--- config.mk ---
export PLATFORM = sky130hd
export DESIGN_NAME = tmu
export DESIGN_NICKNAME = d
export VERILOG_FILES = /design/src/source/egr_tag_pkg.sv /design/src/source/tag_ring_rx.sv /design/src/source/tag_queue_buf.sv /design/src/source/queue_status.sv /design/src/source/tag_dispatch.sv /design/src/source/tmu.sv
export SDC_FILE = /design/constraint.sdc
export NUM_CORES = 1
export LEC_CHECK = 0
export BUFFER_PORTS_ARGS = -buffer_cell sky130_fd_sc_hd__buf_2
export CORE_MARGIN = 2
export CORE_UTILIZATION = 50
export CTS_CLUSTER_SIZE = 16
export DETAILED_ROUTE_END_ITERATION = 12
export HOLD_SLACK_MARGIN = 0.08
export PLACE_DENSITY = 0.67
export SYNTH_ARGS = -nofsm -noshare
export SYNTH_HDL_FRONTEND = slang
export SYNTH_SLANG_ARGS = --single-unit
--- constraint.sdc ---
create_clock -name clk -period 5.55 [get_ports clk]
set_input_delay 0.8325 -clock clk [delete_from_list [all_inputs] [get_ports clk]]
set_output_delay 0.8325 -clock clk [all_outputs]
set_load 0.1 [all_outputs]
--- src/source/egr_tag_pkg.sv ---
/*
 * Shared types and sizing for the egress tag manager.
 * Every block refers to these by scoped name.
 */

`default_nettype none

package egr_tag_pkg;

  // --------------------
  // Sizing
  // --------------------

  // Egress ports and traffic classes
  localparam int num_ports  = 4;
  localparam int num_tcs    = 2;

  // One virtual output queue per port and class
  localparam int num_queues = num_ports * num_tcs;

  // Tags held per queue
  localparam int queue_depth = 4;

  // Field widths
  localparam int qid_w   = $clog2(num_queues);
  localparam int port_w  = $clog2(num_ports);
  localparam int tc_w    = $clog2(num_tcs);
  localparam int len_w   = 7;
  localparam int ptr_w   = 16;
  localparam int qptr_w  = $clog2(queue_depth);
  localparam int seg_w   = 10;
  localparam int drop_w  = 16;

  // --------------------
  // Types
  // --------------------

  // Queue number, port in the upper bits, class in bit 0
  typedef logic [qid_w-1:0] qid_t;

  // Tag as carried on the ring slot and handed to the read controller
  typedef struct packed {
    logic              valid;
    logic [port_w-1:0] port;
    logic [tc_w-1:0]   tc;
    // Segment length in 64B units
    logic [len_w-1:0]  length;
    // Buffer pointer of the first segment
    logic [ptr_w-1:0]  ptr;
    logic              eop;
  } egr_tag_t;

  // Update strobe to the egress scheduler
  typedef struct packed {
    logic             valid;
    qid_t             qid;
    logic [len_w-1:0] length;
  } egr_update_t;

  // Sum of lengths held in one queue, up to 4 x 127
  typedef logic [seg_w-1:0] seg_count_t;

  // Tags dropped on a full queue
  typedef logic [drop_w-1:0] drop_count_t;

endpackage

`default_nettype wire

--- src/source/tag_ring_rx.sv ---
/*
 * Ring slot receiver. Registers the incoming tag, maps it to a queue
 * and either enqueues it or drops it when that queue is full.
 */

`default_nettype none

module tag_ring_rx (
  input  wire logic                            clk,
  input  wire logic                            rst_n,
  input  wire egr_tag_pkg::egr_tag_t           ring_tag,
  input  wire logic [egr_tag_pkg::num_queues-1:0] queue_full,
  output logic                                 enq,
  output egr_tag_pkg::qid_t                    enq_qid,
  output egr_tag_pkg::egr_tag_t                enq_tag,
  output egr_tag_pkg::drop_count_t             drop_count
);

  // Slot register, valid kept apart from the fields
  logic                  slot_vld;
  egr_tag_pkg::egr_tag_t slot_q;
  logic                  drop;

  // --------------------
  // Slot capture
  // --------------------

  always_ff @(posedge clk or negedge rst_n) begin
    if (!rst_n) begin
      slot_vld <= 1'b0;
    end else begin
      slot_vld <= ring_tag.valid;
    end
  end

  always_ff @(posedge clk) begin
    slot_q <= ring_tag;
  end

  // --------------------
  // Accept or drop
  // --------------------

  // Port in the upper bits, class below
  assign enq_qid = {slot_q.port, slot_q.tc};

  // Fullness is checked against the buffer as it stands now
  assign drop = slot_vld & queue_full[enq_qid];
  assign enq  = slot_vld & ~queue_full[enq_qid];

  always_comb begin
    enq_tag       = slot_q;
    enq_tag.valid = slot_vld;
  end

  // Counts every dropped tag, wraps at the top
  always_ff @(posedge clk or negedge rst_n) begin
    if (!rst_n) begin
      drop_count <= '0;
    end else if (drop) begin
      drop_count <= drop_count + 1'b1;
    end
  end

endmodule

`default_nettype wire

--- src/source/tag_queue_buf.sv ---
/*
 * Tag storage for all virtual output queues. Each queue is a small
 * circular FIFO; enqueue and dequeue strobes are taken as given.
 */

`default_nettype none

module tag_queue_buf (
  input  wire logic                  clk,
  input  wire logic                  rst_n,
  input  wire logic                  enq,
  input  wire egr_tag_pkg::qid_t     enq_qid,
  input  wire egr_tag_pkg::egr_tag_t enq_tag,
  input  wire logic                  deq,
  input  wire egr_tag_pkg::qid_t     deq_qid,
  output egr_tag_pkg::egr_tag_t      head_tag,
  output logic [egr_tag_pkg::num_queues-1:0] queue_valid,
  output logic [egr_tag_pkg::num_queues-1:0] queue_full
);

  localparam int nq = egr_tag_pkg::num_queues;
  localparam int pw = egr_tag_pkg::qptr_w;

  // Tag slots per queue
  egr_tag_pkg::egr_tag_t mem [nq][egr_tag_pkg::queue_depth];

  // Read and write pointers
  logic [nq-1:0][pw-1:0] head_ptr;
  logic [nq-1:0][pw-1:0] tail_ptr;

  // Occupancy, one bit wider than the pointers
  logic [nq-1:0][pw:0]   occ;

  // Per queue strobe decode
  logic [nq-1:0]         enq_hit;
  logic [nq-1:0]         deq_hit;

  // --------------------
  // Strobe decode
  // --------------------

  always_comb begin
    for (int q = 0; q < nq; q++) begin
      enq_hit[q] = enq && (enq_qid == egr_tag_pkg::qid_t'(q));
      deq_hit[q] = deq && (deq_qid == egr_tag_pkg::qid_t'(q));
    end
  end

  // --------------------
  // Pointers and occupancy
  // --------------------

  always_ff @(posedge clk or negedge rst_n) begin
    if (!rst_n) begin
      head_ptr <= '0;
      tail_ptr <= '0;
      occ      <= '0;
    end else begin
      for (int q = 0; q < nq; q++) begin
        if (enq_hit[q]) begin
          tail_ptr[q] <= tail_ptr[q] + 1'b1;
        end
        if (deq_hit[q]) begin
          head_ptr[q] <= head_ptr[q] + 1'b1;
        end
        // Push and pop together leave the count alone
        if (enq_hit[q] && !deq_hit[q]) begin
          occ[q] <= occ[q] + 1'b1;
        end else if (deq_hit[q] && !enq_hit[q]) begin
          occ[q] <= occ[q] - 1'b1;
        end
      end
    end
  end

  // --------------------
  // Storage
  // --------------------

  // Write at the tail of the addressed queue
  always_ff @(posedge clk) begin
    if (enq) begin
      mem[enq_qid][tail_ptr[enq_qid]] <= enq_tag;
    end
  end

  // Head of the queue being popped, same cycle
  assign head_tag = mem[deq_qid][head_ptr[deq_qid]];

  // --------------------
  // Status
  // --------------------

  always_comb begin
    for (int q = 0; q < nq; q++) begin
      queue_valid[q] = (occ[q] != '0);
      queue_full[q]  = (occ[q] == (pw + 1)'(egr_tag_pkg::queue_depth));
    end
  end

endmodule

`default_nettype wire

--- src/source/queue_status.sv ---
/*
 * Per queue segment totals and the update strobe to the scheduler.
 * Counters follow every enqueue and dequeue in the same cycle.
 */

`default_nettype none

module queue_status (
  input  wire logic                                clk,
  input  wire logic                                rst_n,
  input  wire logic                                enq,
  input  wire egr_tag_pkg::qid_t                   enq_qid,
  input  wire logic [egr_tag_pkg::len_w-1:0]       enq_length,
  input  wire logic                                deq,
  input  wire egr_tag_pkg::qid_t                   deq_qid,
  input  wire logic [egr_tag_pkg::len_w-1:0]       deq_length,
  output egr_tag_pkg::seg_count_t [egr_tag_pkg::num_queues-1:0] seg_count,
  output egr_tag_pkg::egr_update_t                 pfs_update
);

  localparam int nq = egr_tag_pkg::num_queues;

  // Lengths widened to counter size
  egr_tag_pkg::seg_count_t add_len;
  egr_tag_pkg::seg_count_t sub_len;

  // Update register
  logic                            upd_vld;
  egr_tag_pkg::qid_t               upd_qid;
  logic [egr_tag_pkg::len_w-1:0]   upd_len;

  assign add_len = egr_tag_pkg::seg_count_t'(enq_length);
  assign sub_len = egr_tag_pkg::seg_count_t'(deq_length);

  // --------------------
  // Segment counters
  // --------------------

  always_ff @(posedge clk or negedge rst_n) begin
    if (!rst_n) begin
      seg_count <= '0;
    end else begin
      for (int q = 0; q < nq; q++) begin
        // Add and subtract can both hit one queue
        seg_count[q] <= seg_count[q]
          + ((enq && enq_qid == egr_tag_pkg::qid_t'(q)) ? add_len : '0)
          - ((deq && deq_qid == egr_tag_pkg::qid_t'(q)) ? sub_len : '0);
      end
    end
  end

  // --------------------
  // Scheduler update
  // --------------------

  // One cycle pulse per accepted tag
  always_ff @(posedge clk or negedge rst_n) begin
    if (!rst_n) begin
      upd_vld <= 1'b0;
    end else begin
      upd_vld <= enq;
    end
  end

  always_ff @(posedge clk) begin
    upd_qid <= enq_qid;
    upd_len <= enq_length;
  end

  assign pfs_update = '{valid: upd_vld, qid: upd_qid, length: upd_len};

endmodule

`default_nettype wire

--- src/source/tag_dispatch.sv ---
/*
 * Pop handling. Checks the popped queue, dequeues its head and hands
 * the tag to the read controller one cycle later, or flags an error.
 */

`default_nettype none

module tag_dispatch (
  input  wire logic                               clk,
  input  wire logic                               rst_n,
  input  wire logic                               pop,
  input  wire egr_tag_pkg::qid_t                  pop_qid,
  input  wire logic [egr_tag_pkg::num_queues-1:0] queue_valid,
  input  wire egr_tag_pkg::egr_tag_t              head_tag,
  output logic                                    deq,
  output egr_tag_pkg::qid_t                       deq_qid,
  output egr_tag_pkg::egr_tag_t                   prc_tag,
  output logic                                    pop_err
);

  // Hand-off register
  logic                  prc_vld;
  egr_tag_pkg::egr_tag_t prc_q;

  // --------------------
  // Pop decode
  // --------------------

  // Only a queue already holding tags is popped
  assign deq     = pop & queue_valid[pop_qid];
  assign deq_qid = pop_qid;

  // --------------------
  // Hand-off
  // --------------------

  always_ff @(posedge clk or negedge rst_n) begin
    if (!rst_n) begin
      prc_vld <= 1'b0;
      pop_err <= 1'b0;
    end else begin
      prc_vld <= deq;
      // Pop of an empty queue
      pop_err <= pop & ~queue_valid[pop_qid];
    end
  end

  always_ff @(posedge clk) begin
    if (deq) begin
      prc_q <= head_tag;
    end
  end

  always_comb begin
    prc_tag       = prc_q;
    prc_tag.valid = prc_vld;
  end

endmodule

`default_nettype wire

--- src/source/tmu.sv ---
/*
 * Egress tag manager top. Ring receiver, queue buffer, segment
 * status and pop dispatch, wired together.
 */

`default_nettype none

module tmu (
  input  wire logic                               clk,
  input  wire logic                               rst_n,
  input  wire egr_tag_pkg::egr_tag_t              ring_tag,
  input  wire logic                               pop,
  input  wire egr_tag_pkg::qid_t                  pop_qid,
  output logic [egr_tag_pkg::num_queues-1:0]      queue_valid,
  output egr_tag_pkg::seg_count_t [egr_tag_pkg::num_queues-1:0] seg_count,
  output egr_tag_pkg::egr_update_t                pfs_update,
  output egr_tag_pkg::egr_tag_t                   prc_tag,
  output logic                                    pop_err,
  output egr_tag_pkg::drop_count_t                drop_count
);

  // Enqueue side
  logic                                  enq;
  egr_tag_pkg::qid_t                     enq_qid;
  egr_tag_pkg::egr_tag_t                 enq_tag;
  logic [egr_tag_pkg::num_queues-1:0]    queue_full;

  // Dequeue side
  logic                                  deq;
  egr_tag_pkg::qid_t                     deq_qid;
  egr_tag_pkg::egr_tag_t                 head_tag;

  // --------------------
  // Blocks
  // --------------------

  tag_ring_rx u_ring_rx (
    .clk        (clk),
    .rst_n      (rst_n),
    .ring_tag   (ring_tag),
    .queue_full (queue_full),
    .enq        (enq),
    .enq_qid    (enq_qid),
    .enq_tag    (enq_tag),
    .drop_count (drop_count)
  );

  tag_queue_buf u_queue_buf (
    .clk         (clk),
    .rst_n       (rst_n),
    .enq         (enq),
    .enq_qid     (enq_qid),
    .enq_tag     (enq_tag),
    .deq         (deq),
    .deq_qid     (deq_qid),
    .head_tag    (head_tag),
    .queue_valid (queue_valid),
    .queue_full  (queue_full)
  );

  // Head length goes out with the dequeue strobe
  queue_status u_status (
    .clk        (clk),
    .rst_n      (rst_n),
    .enq        (enq),
    .enq_qid    (enq_qid),
    .enq_length (enq_tag.length),
    .deq        (deq),
    .deq_qid    (deq_qid),
    .deq_length (head_tag.length),
    .seg_count  (seg_count),
    .pfs_update (pfs_update)
  );

  tag_dispatch u_dispatch (
    .clk         (clk),
    .rst_n       (rst_n),
    .pop         (pop),
    .pop_qid     (pop_qid),
    .queue_valid (queue_valid),
    .head_tag    (head_tag),
    .deq         (deq),
    .deq_qid     (deq_qid),
    .prc_tag     (prc_tag),
    .pop_err     (pop_err)
  );

endmodule

`default_nettype wire

==> results.sh <==
export IMPL_outcome="finished with violations"
export IMPL_violations="max-capacitance violations"
export IMPL_ctsHoldBuffers=0
export IMPL_cts_max_path_buffers=3
export IMPL_placementRows=111
export IMPL_first_pass_grt_wire_length_um=174000
export IMPL_critical_path_arrival_ps=5640
export IMPL_core_area_um2=91500
export IMPL_min_delay_path_class="in -> async"
export IMPL_rsz0062_at_grt="no"
export IMPL_drt_iter0_drc=2810
export IMPL_final_util_pct=57.6
export IMPL_power_combinational_fraction_pct=35.8
export IMPL_max_cap_viol_count=1
export IMPL_cts_repair_resize_count=0
export IMPL_wire_length_reported_by_the_detailed_router_um=118000
export IMPL_irDropWorstVdd_mv=0.492
export IMPL_route_antenna_remaining_nets=0
export IMPL_final_setup_viol_count=0
export IMPL_startpoint_type="input port"
export IMPL_initial_core_util_pct=50.4
export IMPL_vias_per_cell=5.99
export IMPL_grt_busiest_layer="met2"
export IMPL_finalWeightedCongestion=0.890
export IMPL_path_cells="buf_2 -> mux4_2 -> or2_4 -> nand2_8 -> mux2i_1 -> o32ai_1 -> and2_1 -> fa_1 -> inv_1 -> ha_1 -> o21a_1 -> a2111oi_0 -> buf_4 -> o31ai_1 -> a21oi_1 -> xnor2_1"
export IMPL_slowest_delay_ps=1190
export IMPL_grt_ovfl_total=0
export IMPL_synth_ff_latch_count=1084
export IMPL_remaining_drc_errors=0
export IMPL_grtUsageTotal_pct=25.2
export IMPL_grt_max_degree=72
export IMPL_type_of_the_worst_setup_path="in -> reg"
export IMPL_grt_util_met3_pct=4.08
export IMPL_filler_cell_count=6899
export IMPL_clk_pin_slew_worst_paths_ps=60
export IMPL_switching_share_pct=38.8
export IMPL_dp_final_hpwl_um=72900
export IMPL_post_layout_total_power_mw=27.8
export IMPL_area_growth_pct=14.3
export IMPL_clock_latency_on_the_worst_skew_pair_ps=710
export IMPL_slowest_stage="o32ai_1"
export IMPL_synth_top_flop_cell="edfxtp_1"
export IMPL_cp_max_fo=19
export IMPL_ys_types=70
export IMPL_final_period_utilization_pct=90.8
export IMPL_first_global_vias=26200
export IMPL_dieArea_um2=94600
export IMPL_postSynthNetCount=2918
export IMPL_seq_power_share_pct=37.3
export IMPL_clock_power_share_pct=26.9
export IMPL_synth_seq_area_share_pct=68.1
export IMPL_clock_sinks=1084
export IMPL_ys_warnings_count=0
export IMPL_pin_count=178
export IMPL_cp_data_required_time_ps=6150
export IMPL_syn_area_per_cell_um2=16.9
export IMPL_postSynth_asyncResetShare_pct=14.4
export IMPL_seq_area_um2=31400
export IMPL_clockRootBuffer="clkbuf_16"
export IMPL_worst_clock_skew_ps=45.2
export IMPL_fp_dieW_um=308
export IMPL_n_antenna_cell=0
export IMPL_final_min_clock_period_ps=5040
export IMPL_critical_path_top_delay_family="compound AO/OA/AOI/OAI gates"
export IMPL_floorplan_die_height_um=308
export IMPL_tightest_slew_margin_relative_to_the_limit_pct=1.27
export IMPL_maxClockFrequency_ghz=0.198
export IMPL_global_route_met2_utilization_pct=41.0
export IMPL_critPathBufInv=3
export IMPL_cts_tree="built"
export IMPL_tightestPinTransition_ps=1480
export IMPL_timing_final_hold_violations=0
export IMPL_htree_num_levels=3
export IMPL_cts_setup_buffers=0
export IMPL_synth_enable_flop_cells=891
export IMPL_nNetsFinal=3212
export IMPL_setup_total_negative_slack_ps=0
export IMPL_netlist_area_um2=46100
export IMPL_power_leakage_nw=19.1
export IMPL_global_route_usage_met1_pct=35.0
export IMPL_port_buffers=177
export IMPL_grt_antenna_before_repair=8
export IMPL_critical_path_endpoint_type="flip-flop"
export IMPL_pwr_density_cell_nw_per_um2=528
export IMPL_total_switching_power_mw=10.8
export IMPL_detailedRoute_firstPassIterationCount=7
export IMPL_multiInputGateArea_um2=13500
export IMPL_syn_inst=2731
export IMPL_num_vias=25800
export IMPL_cts_buffers=108
export IMPL_worst_setup_slack_after_layout_ps=510
export IMPL_avgRoutedWirePerCell_um=27.5
export IMPL_place_worst_setup_slack_ps=2.09
export IMPL_timing_final_max_slew_violations=0
export IMPL_post_route_cells_drive_above_1_share_pct=25.4
export IMPL_p_int_mw=17.0
-- cell families (layout without fill, tap and decap cells) --
family / after synthesis / in the layout / share of synthesized area, %
XOR/XNOR: 121 / 121 / 2.30
AO/OA/AOI/OAI: 276 / 276 / 4.25
multiplexers: 316 / 316 / 12.5
AND/OR/NAND/NOR: 451 / 451 / 4.50
adder cells (fa/ha/maj): 153 / 153 / 5.20
buffers and inverters: 330 / 719 / 3.14
flip-flops: 1084 / 1084 / 68.1
-- power by group through the flow --
| stage | logic, mW | clock network (mW) | registers (mW) |
|---|---|---|---|
| 2_1_floorplan | 4.91 | 0 | 13.2 |
| 3_3_place_gp | 9.72 | 0 | 10.5 |
| 3_5_place_dp | 9.90 | 0 | 10.5 |
| 4_1_cts | 9.95 | 7.57 | 10.4 |
| 5_1_grt | 10.7 | 7.88 | 10.5 |
| 6_report | 9.94 | 7.47 | 10.4 |
-- layout by cell type, fill, tap and decap left out, types with 20 or more instances in the layout --
master       n
dfrtp_1    156
clkbuf_1    32
clkinv_2    20
clkbuf_16  109
dfxtp_1     36
o22ai_1     54
nor3_1      38
nand2_1    153
and2_1      24
xor2_1      55
mux4_2     197
ha_1        89
nand3_1     22
fa_1        64
inv_1      229
and3_1      31
xnor2_1     66
nor2_1      94
nor2_4      32
buf_4      103
buf_2      174
mux2i_1     36
a21oi_1     67
a311oi_1    21
mux2_2      80
edfxtp_1   891
-- through the flow --
stage	area (um2)	hold WS [ps]	cells
global placement	49000	454	4101
floorplan	46100	436	2731
CTS	52700	148	4306
finish	52700	153	4306
global route	52700	199	4306
detailed placement	49000	459	4101
-- state kept, by name, summed over array words and instances, names as in the netlist, 7 cells and up --
name	cells
u_dispatch.prc_tag	27
u_queue_buf.head_ptr	16
u_queue_buf.mem	864
u_queue_buf.occ	24
u_queue_buf.tail_ptr	16
u_ring_rx.drop_count	16
u_ring_rx.enq_tag	24
u_status.seg_count	80
u_status.upd_len	7
-- layer usage --
metal | wire length [um] | share of wire, % | vias up
li1 | - | - | 11000
met1 | 48500 | 41 | 13400
met2 | 57500 | 49 | 1166
met3 | 8820 | 7.5 | 213
met4 | 3380 | 2.9 | 10
met5 | 94 | 0.079 | -
-- Yosys cell counts (6+ instances only) --
master	number	share of area (%)
a21oi_1	67	0.73
or2_2	8	0.11
inv_1	229	1.9
nor2b_1	18	0.24
dfxtp_1	37	1.6
nand3_1	22	0.24
fa_1	64	2.8
mux2_2	80	2.0
a22o_1	19	0.36
dfrtp_1	156	8.5
o21a_1	10	0.16
a22oi_1	6	0.098
clkbuf_1	27	0.22
and3_1	31	0.42
xnor2_1	66	1.3
ha_1	89	2.4
buf_4	14	0.23
buf_2	44	0.48
o22ai_1	54	0.73
buf_1	7	0.057
mux2i_1	36	0.78
edfxtp_1	891	58
xor2_1	55	1.0
mux4_2	197	9.6
a21o_1	7	0.11
a2111oi_0	8	0.15
and2_1	25	0.34
nor3_1	38	0.41
nor2_1	127	1.0
a311oi_1	21	0.40
nor4_1	7	0.095
nand2_1	153	1.2
o21ai_0	17	0.18
-- path summary, 6_finish.rpt --
| path | start | endpoint | slack (ps) | cells past startpoint |
|---|---|---|---|---|
| min in group clk | ring_tag[24] | u_ring_rx.enq_qid[0] | 240 | 1 |
| setup / recovery | pop_qid[2] | u_status.seg_count[9] | 510 | 16 |
| hold reg to reg | u_ring_rx.drop_count[15] | u_ring_rx.drop_count[15] | 460 | 1 |
| setup reg to reg | u_queue_buf.head_ptr[1] | u_status.seg_count[9] | 520 | 15 |
| hold / removal | rst_n | u_status.seg_count[44] | 150 | 1 |
| max in group asynchronous | rst_n | u_status.seg_count[33] | 4220 | 2 |
-- final cells by class --
| class | count | area share (%) |
|---|---|---|
| well taps | 1186 | 2.82 |
| multi-input cells | 1317 | 25.6 |
| flip-flops and latches | 1084 | 59.6 |
| repair buffers | 285 | 3.39 |
| clock inverters | 52 | 1.23 |
| clock buffers | 153 | 5.72 |
| inverters | 229 | 1.63 |
Note: power is estimated with default switching activity, not from simulation.
